--- src/logic/vision_pkg.sv ---
// Colour vision shared definitions
// pixel types, frame geometry, YCbCr coefficients and class thresholds
package vision_pkg;

	typedef logic [7:0]  byte_t;      // video sample or colour channel
	typedef logic [14:0] pix_addr_t;  // class buffer address

	typedef struct packed {
		byte_t r;
		byte_t g;
		byte_t b;
	} rgb_t;

	typedef struct packed {
		byte_t h;  // 0..239
		byte_t s;
		byte_t v;
	} hsv_t;

	// flag order from the msb
	typedef struct packed {
		logic red;
		logic orange;
		logic yellow;
		logic green;
		logic blue;
		logic black;
	} class_t;

	// ------------------------------------------------------------------
	// frame geometry, 180x120 decimated picture
	localparam int FRAME_W      = 180;
	localparam int FRAME_H      = 120;
	localparam int FRAME_PIXELS = FRAME_W * FRAME_H;  // 21600

	// ------------------------------------------------------------------
	// ycbcr to rgb, 2.8 fixed point
	localparam logic [9:0] K_Y    = 10'd298;  // 1.164
	localparam logic [9:0] K_CR_R = 10'd408;  // 1.596
	localparam logic [9:0] K_CR_G = 10'd208;  // 0.813
	localparam logic [9:0] K_CB_G = 10'd100;  // 0.392
	localparam logic [9:0] K_CB_B = 10'd516;  // 2.017

	// offsets on samples with two fraction bits
	localparam logic signed [10:0] Y_OFFSET = 11'sd64;
	localparam logic signed [10:0] C_OFFSET = 11'sd512;

	// ------------------------------------------------------------------
	// hue scale, six sectors of 40
	localparam int HUE_SECTOR = 40;
	localparam int HUE_FULL   = 240;

	// window centres
	localparam int HUE_RED    = 230;
	localparam int HUE_ORANGE = 10;
	localparam int HUE_YELLOW = 40;
	localparam int HUE_GREEN  = 85;
	localparam int HUE_BLUE   = 148;
	localparam int HUE_TOL    = 10;   // half width

	localparam byte_t SAT_HIGH = 8'd96;
	localparam byte_t SAT_LOW  = 8'd48;
	localparam byte_t VAL_DARK = 8'd96;

endpackage

--- src/logic/color_classifier.sv ---
`timescale 1ns/1ps
// Colour classifier
// HSV thresholds into red, orange, yellow, green, blue and black flags
module color_classifier
	import vision_pkg::*;
(
	input  logic   clk_llc,
	input  logic   resetx,
	input  hsv_t   hsv,
	input  logic   hsv_valid,
	output class_t flags,
	output logic   class_valid
);
	logic black_c;
	logic black_q, hi_q, lo_q;  // stage one conditions
	byte_t h_q;
	logic s1_valid;

	// window centre +- tolerance, no wrap at 240
	function automatic logic in_window(input byte_t h, input int centre);
		return (int'(h) >= centre - HUE_TOL) && (int'(h) <= centre + HUE_TOL);
	endfunction

	assign black_c = (hsv.s < SAT_HIGH) && (hsv.v < VAL_DARK);  // dark, weak colour

	// stage one, saturation classes
	always_ff @(posedge clk_llc)
	begin
		black_q <= black_c;
		hi_q    <= !black_c && (hsv.s > SAT_HIGH);
		lo_q    <= !black_c && (hsv.s > SAT_LOW);
		h_q     <= hsv.h;
	end

	// stage two, hue windows
	always_ff @(posedge clk_llc)
	begin
		flags.red    <= lo_q & in_window(h_q, HUE_RED);
		flags.orange <= lo_q & in_window(h_q, HUE_ORANGE);
		flags.yellow <= lo_q & in_window(h_q, HUE_YELLOW);
		flags.green  <= lo_q & in_window(h_q, HUE_GREEN);
		flags.blue   <= hi_q & in_window(h_q, HUE_BLUE);  // blue needs strong sat
		flags.black  <= black_q;
	end

	always_ff @(posedge clk_llc or negedge resetx)
	begin
		if (!resetx)
		begin
			s1_valid    <= 1'b0;
			class_valid <= 1'b0;
		end
		else
		begin
			s1_valid    <= hsv_valid;
			class_valid <= s1_valid;
		end
	end

endmodule

--- config.mk ---
export PLATFORM = sky130hd
export DESIGN_NAME = color_classifier
export DESIGN_NICKNAME = d
export VERILOG_FILES = /design/src/logic/vision_pkg.sv /design/src/logic/color_classifier.sv
export SDC_FILE = /design/constraint.sdc
export NUM_CORES = 1
export LEC_CHECK = 0
export BUFFER_PORTS_ARGS = -buffer_cell sky130_fd_sc_hd__buf_2
export CORE_MARGIN = 3
export CORE_UTILIZATION = 43
export DETAILED_ROUTE_END_ITERATION = 10
export GPL_TIMING_DRIVEN = 0
export PLACE_DENSITY = 0.86
export SLEW_MARGIN = 20
export SYNTH_ARGS = -nofsm -noshare
export SYNTH_HDL_FRONTEND = slang
export SYNTH_SLANG_ARGS = --single-unit
--- constraint.sdc ---
create_clock -name clk_llc -period 1.85 [get_ports clk_llc]
set_clock_uncertainty 0.05 [all_clocks]
set_input_delay 0.37 -clock clk_llc [delete_from_list [all_inputs] [get_ports clk_llc]]
set_output_delay 0.37 -clock clk_llc [all_outputs]
set_load 0.02 [all_outputs]
==> results of run 1 <==
-- final timing paths --
check	cells after the start	slack, ns	start	end
setup / recovery	1	0.63	class_valid	class_valid
hold / removal	1	0.12	hsv[20]	h_q[4]
setup reg to reg	3	0.74	h_q[3]	flags[3]
hold reg to reg	0	0.29	black_q	flags[0]
max in group asynchronous	2	1.32	resetx	class_valid
min in group asynchronous	2	0.33	resetx	s1_valid
-- metal layers --
layer	track usage, %	vias to the layer above	share of wire [%]
li1	-	252	-
met1	13.0	224	37
met2	22.8	27	51
met3	2.54	4	9.0
met4	9.32	0	2.5
met5	0	-	0
-- power by group through the flow --
stage / clock network [mW] / registers, mW / logic (mW)
floorplan: 0 / 0.458 / 0.0213
global placement: 0 / 0.452 / 0.0591
detailed placement: 0 / 0.454 / 0.0619
CTS: 0.202 / 0.445 / 0.0641
global route: 0.220 / 0.448 / 0.0711
finish: 0.196 / 0.446 / 0.0633
-- per-stage QoR --
stage	hold slack [ns]	setup slack, ns	instance area [um2]	cells
after detailed placement	0.114	0.339	743	94
after global placement	0.104	0.365	743	94
after CTS	0.119	0.617	781	99
final	0.124	0.627	781	99
after floorplan	0.0244	0.483	586	52
after global routing	0.106	0.594	781	99
-- sequential cells by signal, indices dropped and copies added (netlist names) --
register / flops
black_q: 1
class_valid: 1
flags: 6
h_q: 8
hi_q: 1
lo_q: 1
s1_valid: 1
-- synth_stat cells --
library cell  instances
dfrtp_1               2
nor4_1                3
or2_1                 1
a311oi_2              1
o2bb2ai_1             1
a211oi_1              1
a211o_1               1
dfxtp_1              17
a21oi_1               5
nor3_1                1
o211ai_1              1
o21ai_1               3
nor2_1                2
inv_1                 3
nand2b_1              1
or4_4                 1
a21o_1                1
nand3_1               1
nand4b_1              1
o21ai_0               1
nand2_1               4
-- final cells by class --
type                    count  share of cell area (%)
multi-input cells          30                    23.6
repair buffers             29                    19.2
flip-flops and latches     19                    50.0
clock buffers               3                    2.88
inverters                   3                    1.44
clock inverters             1                   0.641
well taps                  14                    2.24
-- cells by family (layout without fill, tap and decap cells) --
family	Yosys count	in the layout	share of synthesized area (%)
flip-flops	19	19	66.7
AO/OA/AOI/OAI	15	15	17.1
AND/OR/NAND/NOR	15	15	14.3
buffers and inverters	3	36	1.92
==> results.py, run 1 <==
metrics = {
    "worst_setup_path": {
        "critPathArrivalTime_ns": 0.80,
        "cp_top_family": "flip-flops",
        "startpoint_type": "flop",
        "cpMaxStageDelayCell": "dfrtp_1",
        "slowest_delay_ns": 0.37,
        "worst-setup-path-type": "flop to output pin",
        "crit_chain": "buf_2",
        "path_max_fanout": 1,
        "cp.required_ns": 1.43,
        "worst-path-buf-inv": 1,
        "critical_path.endpoint_type": "output pin",
    },
    "clock_tree": {
        "post_cts_resized": 0,
        "numCtsBuffers": 3,
        "cts_hold_buf": 1,
        "cts.sinks": 19,
        "clk_path_buf_depth": 2,
        "insertion_delay_ns": 0.29,
        "cts_tree": "built",
        "cts_setup_buffers": 0,
        "root_buffer": "clkbuf_4",
        "cts.htree.levels": 1,
        "clkTransAtPathRegs_ns": 0.10,
    },
    "logic_synthesis": {
        "syn-cell-area_um2": 586,
        "synth-seq-cells": 19,
        "mappedNetlistNets": 79,
        "syn-instance-count": 52,
        "synth-seq-area-share_pct": 66.7,
        "synth_cell_types": 21,
        "yosysTopAreaCell": "dfxtp_1",
        "synth_top_area_share_pct": 58.1,
        "yosysWarnings": 0,
        "syn_avg_cell_area_um2": 11.3,
        "synth_area_leaders": "dfxtp_1, dfrtp_1, a21oi_1",
    },
    "layout": {
        "drive_above_1_share_pct": 40.0,
        "syn_to_final_growth_pct": 33.3,
        "final_cell_mix": "buf_2, dfxtp_1, a21oi_1",
        "final_common_cell": "buf_2",
        "fill_cells": 95,
        "post-route-util_pct": 65.8,
        "seq_area_um2": 390,
        "insertedDiodeCount": 0,
        "multi_input_area_um2": 184,
        "layout.nets": 113,
    },
    "pwr": {
        "p_sw_mw": 0.161,
        "clkPwrFrac_pct": 27.8,
        "pwr-share-comb_pct": 9.0,
        "p_per_area_nw_per_um2": 903,
        "p_leak_nw": 0.372,
        "total_power_mw": 0.705,
        "p_sw_share_pct": 22.8,
        "p_seq_share_pct": 63.2,
        "internal_power_mw": 0.544,
        "ir_worst_vdd_mv": 0.503,
    },
    "global_route": {
        "grt_max_degree": 12,
        "grt_pass1_vias": 454,
        "track_usage_pct": 12.8,
        "grt_pass1_wl_um": 1730,
        "antenna_found_initial": 0,
        "grt_remaining_overflow": 0,
    },
    "routing": {
        "ant_nets": 0,
        "routed_wl_um": 1100,
        "drtPass1Iterations": 2,
        "dr_total_vias": 507,
        "drc": 0,
        "dr.first_iter.drc_count": 6,
        "post_drt_wl_per_cell_um": 11.1,
        "viasPerCell": 5.12,
    },
    "floorplanning": {
        "initial_core_util_pct": 49.4,
        "die_w_um": 42.9,
        "die_y_um": 42.9,
        "die_area_um2": 1840,
        "ios": 34,
        "num_rows": 12,
        "core_um2": 1190,
    },
    "timing": {
        "worst_slew_pin_slew_ns": 0.292,
        "min_period_ns": 1.22,
        "fmax_ghz": 0.818,
        "finalMaxSlewViolations": 0,
        "fin_setup_tns_ns": 0,
        "hold_viol": 0,
        "period_share_pct": 66.1,
        "slew_headroom_pct": 80.3,
        "setup_viol": 0,
        "rsz0062_at_grt": "false",
    },
    "run_status": {
        "status": "complete, no violations",
    },
    "place": {
        "portBuffers": 28,
        "globalplace.congestion": 0.708,
        "hpwl_um": 864,
    },
    "min_path": {
        "hold_path.class": "primary input to flop",
    },
    "flow_run": {
        "max-cap-violations": 0,
    },
}
No activity file was read; power rests on OpenSTA's default activity.
==> run 2: changes to the inputs <==
ABC_AREA = 1   (was default)
CORE_UTILIZATION = 37   (was 43)
PLACE_DENSITY = 0.78   (was 0.86)
clock period = 1.1 ns   (was 1.85 ns; I/O delays follow)
==> results.py, run 2 <==
metrics = {
    "layout": {
        "syn_to_final_growth_pct": 45.6,
        "layout.nets": 145,
        "largest_reg_flops": 8,
        "insertedDiodeCount": 0,
        "fin_area_um2": 935,
        "largest_registers": "h_q: 8 flops, flags: 6 flops",
        "drive_above_1_share_pct": 30.8,
        "final_cell_mix": "buf_2, dfxtp_1, nand2_1",
        "final_common_cell": "buf_2",
        "regMostFlops": "h_q",
        "fin_cells": 133,
    },
    "worst_setup_path": {
        "cpMaxStageDelayCell": "dfrtp_1",
        "crit_chain": "buf_6",
        "cp_top_family": "flip-flops",
        "worst-path-buf-inv": 1,
        "startpoint_type": "flop",
        "r2r-start": "h_q[3]",
        "cp.depth": 1,
        "rr_worst_depth": 5,
        "crit_start": "class_valid",
        "slowest_delay_ns": 0.39,
        "timing.rr.end": "flags[1]",
        "cp.required_ns": 0.83,
        "critPathArrivalTime_ns": 0.81,
        "worst-setup-path-type": "flop to output pin",
        "critical_path.endpoint_type": "output pin",
        "path_max_fanout": 1,
        "crit_path_end": "class_valid",
        "r2r_slack_ns": 0.11,
    },
    "routing": {
        "drc": 0,
        "dr.first_iter.drc_count": 11,
        "ant_nets": 0,
        "post_drt_wl_per_cell_um": 9.86,
        "viasPerCell": 4.63,
        "routed_wl_um": 1310,
        "dr_total_vias": 616,
        "drtPass1Iterations": 4,
    },
    "logic_synthesis": {
        "synth_top_area_share_pct": 53.0,
        "synth-seq-area-share_pct": 60.8,
        "synth_common_cells": "dfxtp_1, nand2_1, nor2_1, inv_1, nand3_1",
        "synth_most_common_cell": "dfxtp_1",
        "syn-cell-area_um2": 642,
        "syn-instance-count": 75,
        "syn_avg_cell_area_um2": 8.56,
        "mappedNetlistNets": 102,
        "synth_area_leaders": "dfxtp_1, dfrtp_1, nand2_1",
        "ys_async_sr_fraction_pct": 10.5,
        "synth-seq-cells": 19,
        "ys.flop_type": "dfxtp_1",
        "synth-edff-count": 0,
        "yosysWarnings": 0,
        "yosysTopAreaCell": "dfxtp_1",
        "synth_cell_types": 16,
    },
    "timing": {
        "worst_slew_pin_slew_ns": 0.209,
        "rsz0062_at_grt": "true",
        "hold_viol": 0,
        "fmax_ghz": 0.929,
        "fin_ws_ns": 0.0240,
        "period_share_pct": 97.8,
        "slew_headroom_pct": 86.0,
        "setup_viol": 0,
        "finalMaxSlewViolations": 0,
        "fin_setup_tns_ns": 0,
        "min_period_ns": 1.08,
    },
    "pwr": {
        "internal_power_mw": 0.946,
        "p_leak_nw": 0.482,
        "total_power_mw": 1.23,
        "clkPwrFrac_pct": 27.1,
        "p_sw_mw": 0.283,
        "pwr-share-comb_pct": 12.0,
        "ir_worst_vdd_mv": 1.08,
        "p_seq_share_pct": 60.9,
        "p_per_area_nw_per_um2": 1320,
        "p_sw_share_pct": 23.1,
    },
    "clock_tree": {
        "clkTransAtPathRegs_ns": 0.10,
        "cts_tree": "built",
        "cts.htree.levels": 1,
        "numCtsBuffers": 3,
        "cts.sinks": 19,
        "root_buffer": "clkbuf_4",
        "insertion_delay_ns": 0.28,
        "clk_path_buf_depth": 2,
    },
    "place": {
        "hpwl_um": 907,
        "dp.cells": 119,
        "globalplace.congestion": 0.742,
        "dp_slack_ns": 0.116,
        "place_area_um2": 802,
        "portBuffers": 28,
    },
    "global_route": {
        "grt_remaining_overflow": 0,
        "antenna_found_initial": 0,
        "grt_pass1_vias": 556,
        "grt_pass1_wl_um": 2040,
        "track_usage_pct": 13.3,
        "grt_max_degree": 11,
    },
    "min_path": {
        "hold_path.class": "primary input to flop",
        "hold_depth": 2,
    },
    "floorplanning": {
        "die_area_um2": 2270,
        "core_um2": 1580,
        "die_y_um": 47.7,
        "die_w_um": 47.7,
        "ios": 34,
        "num_rows": 14,
        "initial_core_util_pct": 40.7,
    },
    "flow_run": {
        "max-cap-violations": 0,
    },
    "run_status": {
        "status": "complete, no violations",
    },
}
==> run 2: cell types whose count changed after synthesis, moves of 2 or more <==
cell     before  now
nand2_2       0    2
nor4_1        3    0
o21ai_1       3    0
nand3_1       1    5
inv_1         3   10
nand4_1       0    2
nor2_1        2   12
nand2_1       4   13
o21ai_0       1    4
a21oi_1       5    2
==> run 2: repair_timing <==
item,in CTS,in global routing
hold endpoints to repair,11,0
endpoints found under the setup margin,0,1
setup buffers,0,0
hold buffers,10,0
gates resized for setup,0,2
==> run 2: logic make-up (layout without fill, tap and decap cells) <==
| kind of cell | Yosys count | count (layout) | synth area share (%) |
|---|---|---|---|
| and+or+nand+nor | 38 | 38 | 26.3 |
| buffers and inverters | 10 | 52 | 5.85 |
| DFF | 19 | 19 | 60.8 |
| AOI/OAI and AO/OA | 8 | 8 | 7.02 |
==> run 2: cell type report <==
class                           instances  area (um2)
Tap cell                               16        20.0
Inverter                               10        37.5
Timing Repair Buffer                   38         246
Sequential cell                        19         390
Clock buffer                            4        26.3
Fill cell                             135         642
Multi-Input combinational cell         46         214
==> run 2: stage by stage <==
stage | hold slack [ns] | util, %
floorplan | -0.126 | -
global placement | -0.0436 | 50.9
detailed placement | -0.0412 | 50.9
CTS | 0.0397 | 58.9
global route | 0.0450 | 59.3
finish | 0.0526 | 59.3
==> run 2: per-layer routing <==
| metal | global-route usage, % | up-vias | routed length (um) |
|---|---|---|---|
| met5 | 0 | - | 0 |
| met4 | 8.06 | 0 | 14 |
| met3 | 3.38 | 2 | 90 |
| met2 | 25.9 | 26 | 704 |
| met1 | 12.0 | 267 | 501 |
| li1 | - | 321 | - |
==> run 2: worst min path at each step <==
stage	startpoint	endpoint	slack, ns
3_3_place_gp	resetx	s1_valid	-0.04
5_1_grt	hsv[7]	black_q	0.05
4_1_cts	hsv[7]	black_q	0.04
6_report	hsv[7]	black_q	0.05
2_1_floorplan	resetx	class_valid	-0.13
3_5_place_dp	resetx	s1_valid	-0.04
==> run 2: power groups by stage <==
stage | sequential [mW] | combinational [mW] | clock, mW
6_report | 0.748 | 0.147 | 0.333
5_1_grt | 0.753 | 0.166 | 0.365
4_1_cts | 0.747 | 0.143 | 0.344
3_5_place_dp | 0.763 | 0.116 | 0
3_3_place_gp | 0.762 | 0.112 | 0
2_1_floorplan | 0.772 | 0.0482 | 0
