### config.mk
export PLATFORM = sky130hd
export DESIGN_NAME = ycbcr_decoder
export DESIGN_NICKNAME = d
export VERILOG_FILES = /design/src/logic/vision_pkg.sv /design/src/logic/ycbcr_decoder.sv
export SDC_FILE = /design/constraint.sdc
export NUM_CORES = 1
export LEC_CHECK = 0
export ABC_CLOCK_PERIOD_IN_PS = 8100
export BUFFER_PORTS_ARGS = -buffer_cell sky130_fd_sc_hd__buf_2
export CAP_MARGIN = 20
export CORE_MARGIN = 3
export CORE_UTILIZATION = 35
export DETAILED_ROUTE_END_ITERATION = 8
export HOLD_SLACK_MARGIN = 0.03
export SLEW_MARGIN = 20
export SYNTH_ARGS = -nofsm -noshare
export SYNTH_HDL_FRONTEND = slang
export SYNTH_SLANG_ARGS = --single-unit
### constraint.sdc
create_clock -name clk_llc -period 8.1 [get_ports clk_llc]
set_input_delay 0.81 -clock clk_llc [delete_from_list [all_inputs] [get_ports clk_llc]]
set_output_delay 0.81 -clock clk_llc [all_outputs]
set_load 0.02 [all_outputs]
### src/logic/vision_pkg.sv
// Colour vision shared definitions
// pixel types, frame geometry, YCbCr coefficients and class thresholds
package vision_pkg;

	typedef logic [7:0]  byte_t;      // video sample or colour channel
	typedef logic [14:0] pix_addr_t;  // class buffer address

	typedef struct packed {
		byte_t r;
		byte_t g;
		byte_t b;
	} rgb_t;

	typedef struct packed {
		byte_t h;  // 0..239
		byte_t s;
		byte_t v;
	} hsv_t;

	// flag order from the msb
	typedef struct packed {
		logic red;
		logic orange;
		logic yellow;
		logic green;
		logic blue;
		logic black;
	} class_t;

	// ------------------------------------------------------------------
	// frame geometry, 180x120 decimated picture
	localparam int FRAME_W      = 180;
	localparam int FRAME_H      = 120;
	localparam int FRAME_PIXELS = FRAME_W * FRAME_H;  // 21600

	// ------------------------------------------------------------------
	// ycbcr to rgb, 2.8 fixed point
	localparam logic [9:0] K_Y    = 10'd298;  // 1.164
	localparam logic [9:0] K_CR_R = 10'd408;  // 1.596
	localparam logic [9:0] K_CR_G = 10'd208;  // 0.813
	localparam logic [9:0] K_CB_G = 10'd100;  // 0.392
	localparam logic [9:0] K_CB_B = 10'd516;  // 2.017

	// offsets on samples with two fraction bits
	localparam logic signed [10:0] Y_OFFSET = 11'sd64;
	localparam logic signed [10:0] C_OFFSET = 11'sd512;

	// ------------------------------------------------------------------
	// hue scale, six sectors of 40
	localparam int HUE_SECTOR = 40;
	localparam int HUE_FULL   = 240;

	// window centres
	localparam int HUE_RED    = 230;
	localparam int HUE_ORANGE = 10;
	localparam int HUE_YELLOW = 40;
	localparam int HUE_GREEN  = 85;
	localparam int HUE_BLUE   = 148;
	localparam int HUE_TOL    = 10;   // half width

	localparam byte_t SAT_HIGH = 8'd96;
	localparam byte_t SAT_LOW  = 8'd48;
	localparam byte_t VAL_DARK = 8'd96;

endpackage

### src/logic/ycbcr_decoder.sv
`timescale 1ns/1ps
// YCbCr 4:2:2 decoder
// takes Cb Y0 Cr Y1 byte quads and converts both pixels to saturated RGB888
module ycbcr_decoder
	import vision_pkg::*;
(
	input  logic  clk_llc,
	input  logic  resetx,
	input  logic  video_valid,
	input  byte_t video_byte,
	output rgb_t  rgb,
	output logic  rgb_valid
);
	typedef logic signed [20:0] fix_t;  // products and sums with 10 fraction bits
	typedef logic signed [10:0] off_t;  // offset sample with 2 fraction bits

	logic [1:0] phase;  // 0 Cb, 1 Y0, 2 Cr, 3 Y1
	byte_t cb_q, y0_q, cr_q;
	byte_t luma, cr_sel;
	off_t y_off, cb_off, cr_off;
	fix_t p_y, p_cr_r, p_cr_g, p_cb_g, p_cb_b;
	fix_t sum_r, sum_g, sum_b;
	logic s1_valid, s2_valid;

	always_ff @(posedge clk_llc or negedge resetx)
	begin
		if (!resetx)
			phase <= 2'd0;
		else if (video_valid)
			phase <= phase + 2'd1;
		else
			phase <= 2'd0;  // next burst starts on Cb
	end

	// Cb Y0 Cr held per quad while Y1 is used straight off the bus
	always_ff @(posedge clk_llc)
	begin
		if (video_valid)
		begin
			case (phase)
				2'd0: cb_q <= video_byte;
				2'd1: y0_q <= video_byte;
				2'd2: cr_q <= video_byte;
				default: ;
			endcase
		end
	end

	// pixel 0 at Cr and pixel 1 at Y1 on the shared quad chroma
	always_comb
	begin
		if (phase == 2'd2)
		begin
			luma = y0_q;
			cr_sel = video_byte;
		end
		else
		begin
			luma = video_byte;
			cr_sel = cr_q;
		end
	end

	assign y_off  = $signed({1'b0, luma, 2'b00}) - Y_OFFSET;
	assign cb_off = $signed({1'b0, cb_q, 2'b00}) - C_OFFSET;
	assign cr_off = $signed({1'b0, cr_sel, 2'b00}) - C_OFFSET;

	// ------------------------------------------------------------------
	// stage one products and stage two sums
	always_ff @(posedge clk_llc)
	begin
		p_y    <= $signed({1'b0, K_Y}) * y_off;
		p_cr_r <= $signed({1'b0, K_CR_R}) * cr_off;
		p_cr_g <= $signed({1'b0, K_CR_G}) * cr_off;
		p_cb_g <= $signed({1'b0, K_CB_G}) * cb_off;
		p_cb_b <= $signed({1'b0, K_CB_B}) * cb_off;
		sum_r  <= p_y + p_cr_r;
		sum_g  <= p_y - p_cr_g - p_cb_g;
		sum_b  <= p_y + p_cb_b;
	end

	always_ff @(posedge clk_llc or negedge resetx)
	begin
		if (!resetx)
		begin
			s1_valid <= 1'b0;
			s2_valid <= 1'b0;
		end
		else
		begin
			s1_valid <= video_valid & phase[1];  // Cr or Y1 byte
			s2_valid <= s1_valid;
		end
	end

	// clamp to 0..255
	function automatic byte_t sat8(input fix_t v);
		if (v[20])
			return 8'd0;
		else if (v[19:18] != 2'b00)
			return 8'hff;
		else
			return v[17:10];
	endfunction

	assign rgb.r = sat8(sum_r);
	assign rgb.g = sat8(sum_g);
	assign rgb.b = sat8(sum_b);
	assign rgb_valid = s2_valid;

	// bursts end on whole quads so the phase rests at Cb between them
	a_phase_idle: assert property (@(posedge clk_llc) disable iff (!resetx)
		!video_valid |-> phase == 2'd0);

endmodule

==> results of run 1 <==
worst paths after layout:
check	from	to	slack, ns	cells after the start
worst max-delay path	phase[0]	p_y[20]	2.74	19
worst min-delay path	resetx	phase[1]	0.18	1
worst max register to register	phase[0]	p_y[20]	2.74	19
worst min register to register	s1_valid	rgb_valid	0.36	0
max in group asynchronous	resetx	rgb_valid	7.80	1
min in group clk_llc	s1_valid	rgb_valid	0.36	0
report_power, final:
group	switching (uW)	internal, uW	leakage, uW
clock network	315	476	0.000284
logic	1600	1320	0.00386
registers	165	985	0.00119
total	2080	2780	0.00533
Yosys cell counts, types with 4 or more instances:
master      n  area, um2
nand2b_1    5       31.3
mux2i_1     7       70.1
and2_1      8       50.1
fa_1       54       1080
nand2_1    12       45.0
o21a_1     11       82.6
nor2_1     81        304
a211oi_1    8       60.1
o21bai_1   11       82.6
clkbuf_1    6       22.5
a21oi_1    40        200
xnor2_1    59        517
nand3_1     6       30.0
and3_1      5       31.3
inv_1     174        653
xor2_1     21        184
dfrtp_1     4        100
dfxtp_1   108       2160
o21ai_0    11       55.1
mux2_2     11        124
nor2b_1     7       43.8
edfxtp_1   24        721
nor3_1     10       50.1
ha_1      185       2310
a21o_1     22        165
o21ai_1     5       25.0
layer usage:
| layer | wire, um | part of all wire, % | global-route usage [%] |
|---|---|---|---|
| met1 | 9720 | 51 | 18.7 |
| met2 | 8630 | 45 | 22.7 |
| met4 | 295 | 1.5 | 3.92 |
| met5 | 0 | 0 | 0 |
| met3 | 549 | 2.9 | 2.93 |
layout make-up:
cell class,instances,share of cell area [%]
clock buffers,20,4.29
repair buffers,36,1.71
flip-flops and latches,136,28.0
well taps,335,3.93
inverters,174,6.12
clock inverters,12,1.29
multi-input cells,612,54.7
layout by cell type, fill, tap and decap left out, types with 3 or more instances in the layout:
cell type / n
ha_1: 185
inv_1: 174
dfxtp_1: 108
nor2_1: 81
xnor2_1: 59
fa_1: 54
a21oi_1: 40
buf_2: 35
edfxtp_1: 24
a21o_1: 22
xor2_1: 21
clkbuf_16: 18
nand2_1: 12
o21ai_0: 11
o21a_1: 11
mux2_2: 11
o21bai_1: 11
nor3_1: 10
a211oi_1: 8
and2_1: 8
nor2b_1: 7
mux2i_1: 7
nand3_1: 6
nand2b_1: 5
o21ai_1: 5
and3_1: 5
inv_6: 5
dfrtp_1: 4
a31o_1: 3
or2_2: 3
clkinvlp_4: 3
sequential cells by signal, indices dropped and copies added, names as in the netlist:
register   count
sum_g         11
p_cb_g        12
s1_valid       1
rgb_valid      1
sum_r         11
cr_q           8
p_cb_b        17
sum_b         11
cb_q           8
p_cr_g        14
y0_q           8
phase          2
p_y           17
p_cr_r        15
stage by stage:
| stage | instance area (um2) | instances | hold WS, ns |
|---|---|---|---|
| 2_1_floorplan | 9510 | 931 | 0.331 |
| 3_5_place_dp | 10100 | 1293 | 0.336 |
| 5_1_grt | 10700 | 1325 | 0.161 |
| 4_1_cts | 10700 | 1325 | 0.163 |
| 6_report | 10700 | 1325 | 0.181 |
| 3_3_place_gp | 10100 | 1293 | 0.352 |
cells by family (layout without fill, tap and decap cells):
group                      Yosys count  after routing  synth area share (%)
AOI/OAI and AO/OA                  133            133                  9.57
xor gates and xnor gates            80             80                  7.37
adders and majority gates          239            239                  35.7
buffers and inverters              183            242                  7.22
DFF                                136            136                  31.4
muxes                               18             18                  2.04
and+or+nand+nor                    142            142                  6.71
==> results.md, run 1 <==
- Run status: completed
- Final TNS setup: 0 ns
- CTS max path bufs: 2
- Post-Synthesis Cells: 931
- Final #Nets: 1227
- Post-route clock skew: 0.0126 ns
- Critical Path Most Common Cell: ha_1
- Final Core Density: 40.5%
- Initial drt markers: about 250
- Worst skew pair latency: 0.43 ns
- Area of the multi-input gates: 5840 um2
- Setup bufs post-CTS: 0
- P per Cell Area: 455 nW/um2
- DP HPWL: 15500 um
- IO Pins: 36
- Largest net degree at the start of global routing: 17
- Pre-antenna DRT Iters: 4
- DRT antenna net count: 0
- Startpoint Class: flip-flop
- Horiz. Die Dim: approximately 170 um
- Max-capacitance violation count: 0
- Unrepaired setup endpoints after global routing: false
- Syn Area/Cell: 10.2 um2
- Routed vias: 6041
- DR WL/cell: 14.5 um
- Cts bufs inserted: 17
- Data required, critical path: approximately 8.4 ns
- Mapped Area: roughly 9500 um2
- Die area: a little under 30000 um2
- Leak: 0.00533 uW
- Core area: 26400 um2
- Crit path max-delay cell type: mux2i_1
- Clock input transition at the sequential cells of the worst setup and hold paths: 0.06 ns
- Syn Nets: 1181
- CP Buf/Inv Count: 3
- Min cycle time layout: 5.36 ns
- Final GP Congestion: 0.829
- Crit-path max FO: 12
- Clock root buffer: clkbuf_16
- Post-synth EDFFs: 24
- Crit path cell chain: inv_1, ha_1, mux2i_1, ha_1, and3_1, ha_1, ha_1, inv_1, fa_1, fa_1, inv_1, ha_1, o21ai_1, a21boi_0, o21ai_1, nand2_1, a21boi_1, o21ai_1, o21ai_0
- Layout cell share with drive strength beyond 1: 8.48%
- # rows: 59
- Worst path arrival time: 5.70 ns
- Vias in the first global route: 6123
- FF+latch area: 2980 um2
- Endpoints failing hold: 0
- Final setup vio count: 0
- Most common flop cell mapped by yosys: dfxtp_1
- Final WS setup: between 2 and 3 ns
- # diodes: 0
- Slew @ Worst Pin: 0.881 ns
- Chip height: 171 um
- Drc violations: 0
- Rel. slew slack: 39.6%
- Dpl ws: 2.77 ns
- Final wirelength: 19200 um
- Worst IR Drop VDD: 0.171 mV
- Asr flop ratio synth: 2.94%
- I/O Buffers: 35
- Tcrit/Tclk final: roughly 66%
- Initial cell density of the core: 36.1%
- Post-CTS Hold Buffers: 0
- CTS tree: yes
- Worst min path class: in -> async
- # clock sinks: about 140
- Post-CTS sizing: 0
- WS Path Type: reg -> reg
- Sequential area share after synthesis: 31.4%
- Critical path endpoint category: flip-flop
- Synth cell types: between 50 and 60
- Fin. max-slew vios: 0
- # H-tree levels: 4
- Fmax: 187 MHz
- GR Overflow Total: 0
- Top delay family on crit path: adder cells
- Crit-path max cell delay: 0.55 ns
- Initial antenna violation count: 1
- Tot GR Track Use: 13.9%
- Post-layout power: ~4900 uW
- Post-DR vias/cell: 4.56
- First-pass GRT wire length: 31100 um
- # fillers: 2540
- Layout overhead on the synthesized area: 12.2%
- Ys Warns: 0
- Synth Register Bits: about 140
Power figures use the tool's default switching activity.
==> inputs of run 2 (changes only) <==
- ABC_CLOCK_PERIOD_IN_PS: 8100 -> 4300
- clock period: 8.1 -> 4.3 ns (I/O delays scaled with it)
==> results.md, run 2 (same netlist as run 1, synthesis figures left out) <==
- Endpoints failing hold: 0
- Crit path max-delay cell type: fa_1
- Layout overhead on the synthesized area: 23.4%
- Cts bufs inserted: 17
- Fmax: 233 MHz
- Final TNS setup: 0 ns
- Most frequent cells in the layout: 164 x inv_1, 158 x ha_1, 108 x dfxtp_1
- First-pass GRT wire length: 33300 um
- CTS tree: yes
- Final setup vio count: 0
- Worst IR Drop VDD: 0.420 mV
- Leak: 0.00571 uW
- Clock input transition at the sequential cells of the worst setup and hold paths: 0.06 ns
- R2R setup slack: 0.006 ns
- Initial antenna violation count: 0
- Initial drt markers: 234
- P per Cell Area: 856 nW/um2
- Initial cell density of the core: 36.1%
- Slew @ Worst Pin: 0.834 ns
- Unrepaired setup endpoints after global routing: true
- DR WL/cell: 14.2 um
- Horiz. Die Dim: 171 um
- # diodes: 0
- Routed vias: 6309
- Drc violations: 0
- IO Pins: 36
- Post-Place Cells: 1353
- Post-route clock skew: 0.0132 ns
- Critical path endpoint category: flip-flop
- Crit-path max cell delay: 0.53 ns
- # rows: 59
- Top flop regs: p_cb_b: 17 flops, p_y: 17 flops, p_cr_r: 15 flops
- Worst skew pair latency: ~0.43 ns
- I/O Buffers: 35
- Core area: 26400 um2
- Clock root buffer: clkbuf_16
- Rel. slew slack: 44.4%
- Hold_ws: 0.255 ns
- Worst min path class: in -> reg
- Crit-path max FO: 4
- WS Path Type: reg -> reg
- Post-DP Area: 10700 um2
- Critical Path Most Common Cell: ha_1
- CTS max path bufs: 2
- Worst path arrival time: 4.61 ns
- Largest net degree at the start of global routing: 17
- Final wirelength: 19900 um
- Vias in the first global route: 6564
- Crit path cell chain: inv_2, ha_4, mux2i_4, nand3_2, xor2_2, ha_1, ha_1, ha_1, inv_1, fa_1, inv_1, ha_4, a21oi_4, o21ai_2, a31o_1, nand2_1, a21boi_2, o41a_1, xnor2_1
- Fin. max-slew vios: 0
- Run status: completed
- Final GP Congestion: 0.822
- Non-Filler Instances: 1395
- Layout cell share with drive strength beyond 1: 20.1%
- Min cycle time layout: 4.29 ns
- Final #Nets: 1297
- DP HPWL: 15900 um
- Most common cell after layout, fill and taps aside: inv_1
- Die area: between 20000 and 30000 um2
- Tot GR Track Use: 14.7%
- # H-tree levels: 4
- Startpoint Class: flip-flop
- Data required, critical path: ~4.6 ns
- # clock sinks: 136
- Post-DR vias/cell: 4.52
- GR Overflow Total: 0
- Pre-antenna DRT Iters: 4
- Chip height: between 150 and 200 um
- DRT antenna net count: 0
- Dpl ws: -0.210 ns
- Post-Layout Inst Area: roughly 12000 um2
- Tcrit/Tclk final: 99.9%
- Final WS setup: 0.00623 ns
- Max-capacitance violation count: 0
run 2: changes by cell type in the layout (fill, tap and decap cells not counted), sizes merged:
cell         previous run  this run
dlygate4sd3             0         1
clkbuf                 20        21
clkinv                  1         2
inv                   180       179
clkinvlp                3         2
buf                    36       105
run 2: metal layers:
layer / vias up / routed length, um / global-route usage [%]
li1: 3289 / - / -
met3: 20 / 579 / 2.91
met4: 0 / 384 / 4.27
met2: 81 / 8430 / 22.5
met5: - / 0 / 0
met1: 2919 / 10500 / 21.1
run 2: critical path, delay by kind of cell (launching register included):
| kind | cells | cell delay, ns |
|---|---|---|
| buffers and inverters | 3 | 0.20 |
| DFF | 1 | 0.39 |
| muxes | 1 | 0.30 |
| xor gates and xnor gates | 2 | 0.30 |
| adders and majority gates | 6 | 1.87 |
| and+or+nand+nor | 2 | 0.22 |
| AOI/OAI and AO/OA | 5 | 0.90 |
run 2: path summary, 6_finish.rpt:
kind                               start        end  cells past startpoint
min                        video_byte[0]    cb_q[0]                      1
min in group asynchronous         resetx   s1_valid                      2
max in group asynchronous         resetx   phase[1]                      2
max reg2reg                     phase[0]    p_y[19]                     19
max                             phase[0]    p_y[19]                     19
min reg2reg                     s1_valid  rgb_valid                      0
run 2: final cells by class:
type / count / area [um2]
Inverter: 174 / 656
Multi-Input combinational cell: 612 / 6330
Tap cell: 335 / 419
Timing Repair Buffer: 106 / 743
Clock buffer: 21 / 473
Fill cell: 2417 / 14600
Sequential cell: 136 / 2980
Clock inverter: 11 / 133
run 2: per-stage QoR:
| stage | power [uW] | util, % |
|---|---|---|
| finish | 10000 | 44.5 |
| global route | 11100 | 44.5 |
| CTS | 9930 | 43.8 |
| detailed placement | 8140 | 40.6 |
| global placement | 8050 | 40.6 |
| floorplan | 6510 | - |
run 2: power breakdown:
part / leakage, uW / total, uW / switching [uW] / internal (uW)
sequential: 0.00119 / 2170 / 309 / 1860
clock: 0.000294 / 1490 / 579 / 915
combinational: 0.00423 / 6380 / 3300 / 3080
total: 0.00571 / 10000 / 4190 / 5850
run 2: timing repair:
action	in CTS	in global routing
gates resized for setup	29	25
endpoints found under the setup margin	10	15
buffers inserted	6	3
endpoints found under the hold margin	4	0
pin swaps	32	28
hold buffers	1	0
